## src/ntm_erase_params.svh

```systemverilog
`ifndef NTM_ERASE_PARAMS_SVH
`define NTM_ERASE_PARAMS_SVH

// Fixed point format, UQ1.15 for weights and erase values
`define NTM_DATA_W 16
`define NTM_FRAC_W 15

// Memory row geometry
`define NTM_COLS 8
`define NTM_COL_W 3

// Buffering on both sides
`define NTM_IN_DEPTH 4
`define NTM_OUT_DEPTH 4

// Credits granted by the downstream receiver after reset
`define NTM_OUT_CREDITS 2

`endif

```

## src/ntm_erase_pkg.sv

```systemverilog
`default_nettype none

`include "ntm_erase_params.svh"

package ntm_erase_pkg;

  // Entry kind on the input stream
  typedef enum logic {
    LOAD_ERASE = 1'b0,
    MEM_ELEM   = 1'b1
  } entry_kind_t;

  // Input stream entry, e for loads and m for memory elements
  typedef struct packed {
    entry_kind_t               kind;
    logic [`NTM_COL_W-1:0]     col;
    logic [`NTM_DATA_W-1:0]    weight;
    logic [`NTM_DATA_W-1:0]    data;
  } erase_in_t;

  // Erased word with its column tag
  typedef struct packed {
    logic [`NTM_COL_W-1:0]     col;
    logic [`NTM_DATA_W-1:0]    data;
  } erase_out_t;

  // Operation handed from issue to datapath
  typedef struct packed {
    logic [`NTM_COL_W-1:0]     col;
    logic [`NTM_DATA_W-1:0]    weight;
    logic [`NTM_DATA_W-1:0]    erase;
    logic [`NTM_DATA_W-1:0]    data;
  } erase_op_t;

endpackage

`default_nettype wire

```

## src/ntm_credit_fifo.sv

```systemverilog
`timescale 1ns/1ns
`default_nettype none

module ntm_credit_fifo #(
  parameter type payload_t = logic,
  parameter int  DEPTH     = 4
) (
  input  logic                         CLK,
  input  logic                         RST,
  input  logic                         push,
  input  payload_t                     push_data,
  input  logic                         pop,
  output payload_t                     pop_data,
  output logic                         empty,
  output logic [$clog2(DEPTH+1)-1:0]   count,
  output logic                         credit
);

  localparam int PTR_W = (DEPTH > 1) ? $clog2(DEPTH) : 1;
  localparam int CNT_W = $clog2(DEPTH + 1);

  // Storage, no reset needed on payload
  payload_t         mem [DEPTH];
  logic [PTR_W-1:0] wr_ptr;
  logic [PTR_W-1:0] rd_ptr;
  logic             do_pop;

  // Pointer advance with wrap, works for any depth
  function automatic logic [PTR_W-1:0] next_ptr(input logic [PTR_W-1:0] ptr);
    if (ptr == PTR_W'(DEPTH - 1)) begin
      return '0;
    end
    return ptr + 1'b1;
  endfunction

  ////////////////////////////////////////////////////////////
  // Head and status
  ////////////////////////////////////////////////////////////

  assign empty    = (count == '0);
  assign pop_data = mem[rd_ptr];
  assign do_pop   = pop & ~empty;

  // One credit back per entry leaving
  assign credit   = do_pop;

  ////////////////////////////////////////////////////////////
  // Pointers and occupancy
  ////////////////////////////////////////////////////////////

  always_ff @(posedge CLK or posedge RST) begin
    if (RST) begin
      wr_ptr <= '0;
      rd_ptr <= '0;
      count  <= '0;
    end else begin
      if (push) begin
        wr_ptr <= next_ptr(wr_ptr);
      end
      if (do_pop) begin
        rd_ptr <= next_ptr(rd_ptr);
      end
      // Simultaneous push and pop leaves count alone
      case ({push, do_pop})
        2'b10:   count <= count + CNT_W'(1);
        2'b01:   count <= count - CNT_W'(1);
        default: count <= count;
      endcase
    end
  end

  // Write port
  always_ff @(posedge CLK) begin
    if (push) begin
      mem[wr_ptr] <= push_data;
    end
  end

endmodule

`default_nettype wire

```

## src/ntm_erase_issue.sv

```systemverilog
`timescale 1ns/1ns
`default_nettype none

`include "ntm_erase_params.svh"

module ntm_erase_issue (
  input  logic                                   CLK,
  input  logic                                   RST,
  input  logic                                   fifo_empty,
  input  ntm_erase_pkg::erase_in_t               head,
  output logic                                   fifo_pop,
  input  logic [$clog2(`NTM_OUT_DEPTH+1)-1:0]    out_count,
  output logic                                   op_valid,
  output ntm_erase_pkg::erase_op_t               op
);

  import ntm_erase_pkg::*;

  localparam int CNT_W = $clog2(`NTM_OUT_DEPTH + 1);

  // Erase vector e(k)
  logic [`NTM_DATA_W-1:0] erase_store [`NTM_COLS];

  // Issues one and two cycles back, i.e. datapath occupancy
  logic [1:0]             issued_q;
  logic [CNT_W:0]         reserved;
  logic                   room;
  logic                   is_load;

  ////////////////////////////////////////////////////////////
  // Pop decision
  ////////////////////////////////////////////////////////////

  assign is_load  = (head.kind == LOAD_ERASE);

  // Output FIFO words plus words still in the pipe
  assign reserved = {1'b0, out_count}
                  + (CNT_W+1)'(issued_q[0])
                  + (CNT_W+1)'(issued_q[1]);
  assign room     = (reserved < (CNT_W+1)'(`NTM_OUT_DEPTH));

  // Loads always go, memory elements need a reserved slot
  assign fifo_pop = ~fifo_empty & (is_load | room);
  assign op_valid = fifo_pop & ~is_load;

  // Lookup by column
  assign op.col    = head.col;
  assign op.weight = head.weight;
  assign op.erase  = erase_store[head.col];
  assign op.data   = head.data;

  ////////////////////////////////////////////////////////////
  // Erase store and in-flight tracking
  ////////////////////////////////////////////////////////////

  always_ff @(posedge CLK or posedge RST) begin
    if (RST) begin
      // Zero erase means factor 1.0
      for (int k = 0; k < `NTM_COLS; k++) begin
        erase_store[k] <= '0;
      end
      issued_q <= '0;
    end else begin
      if (fifo_pop && is_load) begin
        erase_store[head.col] <= head.data;
      end
      issued_q <= {issued_q[0], op_valid};
    end
  end

endmodule

`default_nettype wire

```

## src/ntm_erase_datapath.sv

```systemverilog
`timescale 1ns/1ns
`default_nettype none

`include "ntm_erase_params.svh"

module ntm_erase_datapath (
  input  logic                        CLK,
  input  logic                        RST,
  input  logic                        op_valid,
  input  ntm_erase_pkg::erase_op_t    op,
  output logic                        res_valid,
  output ntm_erase_pkg::erase_out_t   res
);

  localparam int DW = `NTM_DATA_W;
  localparam int FW = `NTM_FRAC_W;

  // 1.0 in UQ1.15
  localparam logic [DW-1:0] UNITY = DW'(1 << FW);

  logic [DW-1:0]            w_clamp;
  logic [DW-1:0]            e_clamp;
  logic [2*DW-1:0]          we_prod;
  logic [DW-1:0]            factor;
  logic [2*DW-1:0]          mf_prod;

  // Stage 1 registers
  logic                     s1_valid;
  logic [DW-1:0]            s1_factor;
  logic [DW-1:0]            s1_data;
  logic [`NTM_COL_W-1:0]    s1_col;

  // Saturate anything above 1.0
  function automatic logic [DW-1:0] clamp(input logic [DW-1:0] x);
    return (x > UNITY) ? UNITY : x;
  endfunction

  ////////////////////////////////////////////////////////////
  // Stage 1, erase factor 1 - w*e
  ////////////////////////////////////////////////////////////

  assign w_clamp = clamp(op.weight);
  assign e_clamp = clamp(op.erase);
  assign we_prod = (2*DW)'(w_clamp) * (2*DW)'(e_clamp);
  // Truncating shift, product is at most 1.0
  assign factor  = UNITY - we_prod[FW +: DW];

  always_ff @(posedge CLK or posedge RST) begin
    if (RST) begin
      s1_valid <= 1'b0;
    end else begin
      s1_valid <= op_valid;
    end
  end

  always_ff @(posedge CLK) begin
    s1_factor <= factor;
    s1_data   <= op.data;
    s1_col    <= op.col;
  end

  ////////////////////////////////////////////////////////////
  // Stage 2, scaled memory word
  ////////////////////////////////////////////////////////////

  // m * f fits in 31 bits
  assign mf_prod = (2*DW)'(s1_data) * (2*DW)'(s1_factor);

  always_ff @(posedge CLK or posedge RST) begin
    if (RST) begin
      res_valid <= 1'b0;
    end else begin
      res_valid <= s1_valid;
    end
  end

  always_ff @(posedge CLK) begin
    res.data <= mf_prod[FW +: DW];
    res.col  <= s1_col;
  end

endmodule

`default_nettype wire

```

## src/ntm_credit_sender.sv

```systemverilog
`timescale 1ns/1ns
`default_nettype none

`include "ntm_erase_params.svh"

module ntm_credit_sender (
  input  logic                        CLK,
  input  logic                        RST,
  input  logic                        fifo_empty,
  input  ntm_erase_pkg::erase_out_t   head,
  output logic                        fifo_pop,
  input  logic                        out_credit,
  output logic                        out_valid,
  output ntm_erase_pkg::erase_out_t   out_word
);

  localparam int CRED_W = $clog2(`NTM_OUT_CREDITS + 1);

  // Credits currently held toward the receiver
  logic [CRED_W-1:0] credit_cnt;

  ////////////////////////////////////////////////////////////
  // Send path
  ////////////////////////////////////////////////////////////

  // Send only with a word ready and a credit in hand
  assign fifo_pop  = ~fifo_empty & (credit_cnt != '0);
  assign out_valid = fifo_pop;
  assign out_word  = head;

  ////////////////////////////////////////////////////////////
  // Credit counter
  ////////////////////////////////////////////////////////////

  always_ff @(posedge CLK or posedge RST) begin
    if (RST) begin
      credit_cnt <= CRED_W'(`NTM_OUT_CREDITS);
    end else begin
      // Return and spend in one cycle cancel out
      case ({out_credit, fifo_pop})
        2'b10:   credit_cnt <= credit_cnt + CRED_W'(1);
        2'b01:   credit_cnt <= credit_cnt - CRED_W'(1);
        default: credit_cnt <= credit_cnt;
      endcase
    end
  end

endmodule

`default_nettype wire

```

## src/ntm_erasing.sv

```systemverilog
`timescale 1ns/1ns
`default_nettype none

`include "ntm_erase_params.svh"

module ntm_erasing (
  input  logic                        CLK,
  input  logic                        RST,
  input  logic                        in_valid,
  input  ntm_erase_pkg::erase_in_t    in_entry,
  output logic                        in_credit,
  output logic                        out_valid,
  output ntm_erase_pkg::erase_out_t   out_word,
  input  logic                        out_credit
);

  import ntm_erase_pkg::*;

  // Input side
  erase_in_t                                  in_head;
  logic                                       in_empty;
  logic                                       in_pop;

  // Processing
  logic                                       op_valid;
  erase_op_t                                  op;
  logic                                       res_valid;
  erase_out_t                                 res;

  // Output side
  erase_out_t                                 out_head;
  logic                                       out_empty;
  logic                                       out_pop;
  logic [$clog2(`NTM_OUT_DEPTH+1)-1:0]        out_count;

  ////////////////////////////////////////////////////////////
  // Input side
  ////////////////////////////////////////////////////////////

  // Upstream credits equal this depth
  ntm_credit_fifo #(
    .payload_t (erase_in_t),
    .DEPTH     (`NTM_IN_DEPTH)
  ) in_fifo (
    .CLK       (CLK),
    .RST       (RST),
    .push      (in_valid),
    .push_data (in_entry),
    .pop       (in_pop),
    .pop_data  (in_head),
    .empty     (in_empty),
    .count     (),
    .credit    (in_credit)
  );

  ////////////////////////////////////////////////////////////
  // Processing
  ////////////////////////////////////////////////////////////

  ntm_erase_issue issue (
    .CLK        (CLK),
    .RST        (RST),
    .fifo_empty (in_empty),
    .head       (in_head),
    .fifo_pop   (in_pop),
    .out_count  (out_count),
    .op_valid   (op_valid),
    .op         (op)
  );

  ntm_erase_datapath datapath (
    .CLK       (CLK),
    .RST       (RST),
    .op_valid  (op_valid),
    .op        (op),
    .res_valid (res_valid),
    .res       (res)
  );

  ////////////////////////////////////////////////////////////
  // Output side
  ////////////////////////////////////////////////////////////

  // Room is reserved at issue, so no overflow here
  ntm_credit_fifo #(
    .payload_t (erase_out_t),
    .DEPTH     (`NTM_OUT_DEPTH)
  ) out_fifo (
    .CLK       (CLK),
    .RST       (RST),
    .push      (res_valid),
    .push_data (res),
    .pop       (out_pop),
    .pop_data  (out_head),
    .empty     (out_empty),
    .count     (out_count),
    .credit    ()
  );

  ntm_credit_sender sender (
    .CLK        (CLK),
    .RST        (RST),
    .fifo_empty (out_empty),
    .head       (out_head),
    .fifo_pop   (out_pop),
    .out_credit (out_credit),
    .out_valid  (out_valid),
    .out_word   (out_word)
  );

endmodule

`default_nettype wire

```

## config.mk

```make
export PLATFORM = sky130hd
export DESIGN_NAME = ntm_erasing
export DESIGN_NICKNAME = d
export VERILOG_FILES = /design/src/ntm_erase_pkg.sv /design/src/ntm_credit_fifo.sv /design/src/ntm_erase_issue.sv /design/src/ntm_erase_datapath.sv /design/src/ntm_credit_sender.sv /design/src/ntm_erasing.sv
export VERILOG_INCLUDE_DIRS = /design/src
export SDC_FILE = /design/constraint.sdc
export NUM_CORES = 2
export LEC_CHECK = 0
export BUFFER_PORTS_ARGS = -buffer_cell sky130_fd_sc_hd__buf_2
export CORE_MARGIN = 2
export CORE_UTILIZATION = 65
export CTS_CLUSTER_DIAMETER = 50
export DETAILED_ROUTE_END_ITERATION = 10
export GPL_ROUTABILITY_DRIVEN = 0
export PLACE_DENSITY = 0.81
export REMOVE_ABC_BUFFERS = 1
export SYNTH_ARGS = -nofsm -noshare
export SYNTH_HDL_FRONTEND = slang
export SYNTH_SLANG_ARGS = --single-unit
```

## constraint.sdc

```tcl
create_clock -name CLK -period 12.5 [get_ports CLK]
set_input_delay 1.875 -clock CLK [delete_from_list [all_inputs] [get_ports CLK]]
set_output_delay 1.875 -clock CLK [all_outputs]
set_load 0.005 [all_outputs]
```

After elaboration in Yosys (flattened, before gate mapping)
Memories as Yosys holds them, arrays and structs flattened.
Cells that the tools add are included.
{ "op_classes": {"n_lt_le_gt_ge": 5, "bitwise": 10, "multipliers": 2, "addsub": 13, "eq_ne": 10, "n_mux": 31, "n_reduce_logical": 8, "n_div": 0, "shifts": 0} }
{ "op_table": {"columns": ["cell", "count"], "rows": [
  ["$bwmux 128", 1],
  ["$mux 16", 5],
  ["$mul 16x16->31", 2],
  ["$bmux 16 s3", 1],
  ["$demux 16 s3", 1],
  ["$gt 16x16->1 const B", 2],
  ["$mux 2", 8],
  ["$sub 16x16->16 const A", 1],
  ["$eq 2x2->1 const B", 7],
  ["$mux 1", 12],
  ["$pmux 3 s2", 2],
  ["$add 2x1->2 const B", 5],
  ["$reduce_bool 2->1", 4],
  ["$add 3x1->3 const B", 2],
  ["$eq 2x1->1 const B", 3],
  ["$logic_not 3->1", 2],
  ["$sub 3x1->3 const B", 2],
  ["$and 1x1->1", 5],
  ["$add 3x1->4", 1],
  ["$add 4x1->4", 1],
  ["$ge 4x4->1 const B", 1],
  ["$lt 4x1->1 const B", 1],
  ["$lt 4x3->1 const B", 1],
  ["$not 3->4", 1],
  ["5 further kinds", 8]
]} }
{ "word_totals": {"word_cells": 104, "out_inout_bits": 21, "mem_bits_rw": 220, "mem_bits_ro": 0, "register_bits": 202, "mem_count": 2, "input_bits": 40, "latch_bits": 0} }
{ "mem_list": {"columns": ["memory", "depth", "width", "read_ports", "rd_ports_with_merged_regs", "wr", "line_no", "text"], "rows": [
  ["in_fifo.mem", 4, 36, 1, 0, 1, "ntm_credit_fifo.sv:23", "payload_t mem [DEPTH];"],
  ["out_fifo.mem", 4, 19, 1, 0, 1, "ntm_credit_fifo.sv:23", null]
]} }

Depth between registers and ports, before layout
An unclocked memory read counts as a cell.
{ "depth": {"ltp_word": 9, "mapped_depth": 41, "depth_no_buf": 37} }

Hierarchy
Synthesis repeated with hierarchy kept, for this count alone.
{ "hier_totals": {"cells_unflattened": 2778, "hier_area_um2": 32783.9} }
{ "modules_own_cells": {"columns": ["mod", "instances", "cells_each", "seq_area_each_um2", "area_each_um2"], "rows": [
  ["ntm_erase_datapath", 1, 1999, 1131.1, 17570.6],
  ["ntm_erase_issue", 1, 381, 3253.1, 6140.9],
  ["ntm_credit_fifo (in_fifo)", 1, 228, 4499.3, 5631.7],
  ["ntm_credit_fifo (out_fifo)", 1, 139, 2457.4, 3181.8],
  ["ntm_credit_sender", 1, 31, 51.3, 259.0]
]} }

Worst setup path after synthesis
OpenSTA, ideal clock, no wires.
{ "synth_timing": {"path_type": "register -> register", "start": "register in_fifo.rd_ptr[0]", "end": "register datapath.s1_factor[12]", "path_stages_with_launch": 35, "setup_time_ps": 125, "arrival_time_ps": 9486, "setup_slack_ps": 2889, "path_buffers": 6, "cell_sequence": "dfrtp_1 buf_2 mux4_2 buf_2 buf_1 clkbuf_1 mux4_2 nand2_1 a21oi_1 clkbuf_1 nand2_1 fa_1 fa_1 inv_1 fa_1 fa_1 fa_1 inv_1 fa_1 inv_1 ha_1 clkbuf_1 a21oi_1 o21ai_0 a21oi_1 o21ai_0 or2_2 o211a_1 a2111oi_2 o21ai_0 and2_1 or4_4 or4b_1 o211ai_1 xnor2_1"} }
{ "synth_lines": {"columns": ["item", "line_no", "text"], "rows": [
  ["start, declared", "ntm_credit_fifo.sv:25", "logic [PTR_W-1:0] rd_ptr;"],
  ["start signal, assigned", "ntm_credit_fifo.sv:61", "rd_ptr <= next_ptr(rd_ptr);"],
  ["end signal, assigned", "ntm_erase_datapath.sv:57", "s1_factor <= factor;"],
  ["end, declared", "ntm_erase_datapath.sv:29", "logic [DW-1:0] s1_factor;"]
]} }

Final worst setup path
{ "layout_timing": {"start": "register in_fifo.rd_ptr[0]", "end": "register datapath.s1_factor[12]"} }
{ "layout_between": {"elab_chain_cells": 9, "elab_cells_between_ends": 11, "classes_between": "add/sub (1); mul (1); order compare (2); mux (5); bitwise (1); memory (1)"} }
{ "layout_rtl": {"columns": ["item", "line_no", "text"], "rows": [
  ["$mem_v2 4x36 *", null, null],
  ["$not 3->4 (implied by the code)", "ntm_erase_issue.sv:49", "assign op.erase = erase_store[head.col];"],
  ["$bmux 16 s3", "ntm_erase_issue.sv:49", null],
  ["$mux 16 (implied by the code) (2 in a row)", "ntm_erase_issue.sv:49", null],
  ["$gt 16x16->1", "ntm_erase_datapath.sv:35", "return (x > UNITY) ? UNITY : x;"],
  ["$mux 16", "ntm_erase_datapath.sv:35", null],
  ["$mul 16x16->31 *", "ntm_erase_datapath.sv:44", "assign we_prod = (2*DW)'(w_clamp) * (2*DW)'(e_clamp);"],
  ["$sub 16x16->16 *", "ntm_erase_datapath.sv:46", "assign factor = UNITY - we_prod[FW +: DW];"],
  ["net datapath.factor[12]", "ntm_erase_datapath.sv:24", "logic [DW-1:0] factor;"]
]} }
The timed path passes the listed nets; every way through them passes the cells marked *. The select of a mux whose other input is x is not followed.
A chain may end at the register's enable or synchronous reset.

==> impl_metrics.csv <==
group,metric,value,unit
run_status,outcome,"complete, no violations",
global_routing,grt_overflow_total,0,
sta,fin_setup_tns,0,ns
critical_path,critPathMaxFanout,31,
clock_tree,root_buffer,"clkbuf_16",
critical_path,cp.required,12.98,ns
logic_synthesis,ys_seq_area_share,34.9,%
global_routing,grt_pass1_wl,113,mm
clock_tree,clock_latency,0.60,ns
critical_path,cp_top_family,"simple AND/OR/NAND/NOR gates",
die,io_pins,61,
sta,rsz0062_at_grt,"no",
critical_path,path_class,"register to register",
global_routing,grt.busiest_layer,"met2",
clock_tree,cts_sinks,420,
global_routing,grt_util_met2,48.7,%
worst_hold_path,hp-start,"datapath.s1_col[1]$_DFF_P_",
logic_synthesis,synth_edf_count,220,
logic_synthesis,ys_seq_elements,420,
layout,fill_cells,3277,
clock_tree,h-tree-depth,2,
die,core,49200,µm²
logic_synthesis,async_flop_share,34.8,%
clock_tree,cts.hold.buffers_added,0,
sta,tightestPinTransition,1.48,ns
drt,drtAntennaViolNets,0,
die,die_area,51700,µm²
critical_path,path_common_cell,"fa_1",
clock_tree,cts_setup_buffers,0,
critical_path,rr_startpoint,"in_fifo.rd_ptr[0]$_DFFE_PP0P_",
drt,detail_route.wl_per_cell,19.7,µm
sta,finalSetupViolCount,0,
sta,final_max_slew_viol_count,0,
drt,drt_pre_antenna_iters,7,
clock_tree,path_clk_slew,0.06,ns
global_routing,first_global_vias,22495,
critical_path,r2r_setup_slack,1.62,ns
logic_synthesis,synth.distinct_cells,66,
critical_path,cp_slowest_stage_delay,0.90,ns
logic_synthesis,ys_warn_count,0,
layout,layout-drive-gt1-share,13.5,%
clock_tree,cts-resized-gates,0,
critical_path,arrival,11.36,ns
critical_path,slowest_stage,"nor2_1",
critical_path,worstRegToRegCells,36,
drt,drt_iter0_markers,1623,
global_routing,grt_use_total,28.0,%
critical_path,critPathCaptureType,"register",
global_routing,grtUsageMet3,4.07,%
sta,slew_headroom,1.36,%
layout,areaGrowthSynthToFinish,7.22,%
sta,period_needed,10.88,ns
logic_synthesis,synth-main-ff-cell,"edfxtp_1",
critical_path,regToRegEndpoint,"datapath.s1_factor[12]$_DFF_P_",
drt,vias,20455,
critical_path,cp-start-kind,"register",
worst_hold_path,hold_path_end,"datapath.res[17]$_DFF_P_",
layout,diodes,0,
clock_tree,clk_path_buf_depth,3,
drt,drc,0,
sta,hold_viol,0,
sta,clock.fmax,0.0919,GHz
logic_synthesis,netlist_instances,2761,
global_routing,grt_max_degree,78,
logic_synthesis,synth.largest_area_cell,"fa_1",
worst_hold_path,min_path_type,"register to register",
die,die_y,227,µm
clock_tree,numCtsBuffers,43,
layout,finish.utilization,70.8,%
die,die_x,227,µm
layout,nets,3417,
job,drv_cap,0,
sta,post-route-period-util,87.0,%
global_routing,antenna_found_initial,0,
logic_synthesis,netlist_area,32500,µm²
die,row_count,81,
logic_synthesis,syn_area_per_cell,11.8,µm²
clock_tree,tritoncts,"built",
drt,via_per_inst,5.88,
critical_path,critPathBufInv,7,
worst_hold_path,holdPathStages,0,
logic_synthesis,synth_top_cell_area_share,23.8,%
global_routing,grt_use_met1,35.9,%
place,hpwlAfterDp,49.3,mm
die,start_util,66.0,%
critical_path,worst-path-stages,36,
logic_synthesis,synth.area.top_cells,"fa_1 24%, edfxtp_1 20%, dfrtp_1 11%",
drt,routed_wl,68.6,mm
place,port_buffers,60,
sta,skew,0.0486,ns
==> sequential cells by signal, summed over array words and instances, names as in the netlist, 16 cells and up <==
name                count
out_fifo.mem           76
issue.erase_store     128
datapath.s1_factor     16
datapath.s1_data       16
datapath.res           19
in_fifo.mem           144
==> cells in the final DEF, fill, tap and decap left out, drive strengths merged, types with 20 or more instances in the layout <==
cell type    n
mux4        79
clkbuf      60
a21o        20
xnor2       43
o21ai       25
inv        473
dfrtp      145
nand2      343
mux2i       24
a21oi       50
dfxtp       54
edfxtp     220
nor2        47
and2       244
buf         84
mux2       133
ha         209
fa         386
==> logic make-up (layout without fill, tap and decap cells) <==
group | count (synthesis) | count (layout) | synth area share, %
AO/OA/AOI/OAI | 148 | 148 | 3.08
XOR/XNOR | 56 | 56 | 1.51
adder cells (fa/ha/maj) | 595 | 595 | 31.9
buffers and inverters | 577 | 633 | 6.75
flip-flops | 420 | 420 | 34.9
multiplexers | 236 | 236 | 10.8
AND/OR/NAND/NOR | 729 | 729 | 11.0
==> metal layers <==
metal / routed length (µm) / share of wire [%]
met1: 26800 / 39
met2: 35400 / 52
met3: 4390 / 6.4
met4: 2090 / 3.0
met5: 0 / 0
==> worst max-delay path by stage <==
stage / from / to / slack, ns
floorplan: in_fifo.rd_ptr[0]$_DFFE_PP0P_ / datapath.s1_factor[12]$_DFF_P_ / 1.86
global placement: in_fifo.rd_ptr[0]$_DFFE_PP0P_ / datapath.s1_factor[12]$_DFF_P_ / 1.92
detailed placement: in_fifo.rd_ptr[0]$_DFFE_PP0P_ / datapath.s1_factor[12]$_DFF_P_ / 1.67
CTS: in_fifo.rd_ptr[0]$_DFFE_PP0P_ / datapath.s1_factor[12]$_DFF_P_ / 1.61
global route: in_fifo.rd_ptr[0]$_DFFE_PP0P_ / datapath.s1_factor[12]$_DFF_P_ / 0.89
finish: in_fifo.rd_ptr[0]$_DFFE_PP0P_ / datapath.s1_factor[12]$_DFF_P_ / 1.62
==> per-stage QoR <==
step | setup slack, ns | hold WS, ns | std cells | cell area [µm²]
after floorplan | 1.86 | 0.310 | 2653 | 32000
after global placement | 1.92 | 0.312 | 3401 | 33300
after detailed placement | 1.67 | 0.323 | 3401 | 33400
after CTS | 1.61 | 0.367 | 3481 | 34800
after global routing | 0.892 | 0.363 | 3481 | 34800
final | 1.62 | 0.359 | 3481 | 34800
==> area by class of cell <==
class                           instances  area (µm²)  area share [%]
Multi-Input combinational cell       1764       18900            54.4
Timing Repair Buffer                   84         480            1.38
Sequential cell                       420       11300            32.6
Clock inverter                         20         221           0.636
Tap cell                              664         831            2.39
Inverter                              469        1770            5.08
Clock buffer                           60        1220            3.51
==> cell usage after synthesis, types with 4 or more instances <==
cell type	count
edfxtp_1	220
nand3_1	13
buf_1	7
clkbuf_1	95
nor2_1	47
dfrtp_1	145
xor2_1	13
a21oi_1	50
xnor2_1	43
nor4_1	8
mux2_2	132
dfxtp_1	54
nand4_1	6
a21o_1	20
and2_1	244
ha_1	209
inv_1	467
a211oi_1	5
and3_1	12
fa_1	386
o211ai_1	6
nand2_1	343
mux4_2	79
o31ai_1	5
nor3_1	18
mux2i_1	24
o21ai_0	22
nor2b_1	19
or3_1	4
o21a_1	7
Power is not shown: default switching activity piles up to over one toggle a cycle in this logic, so the estimate is an artifact.
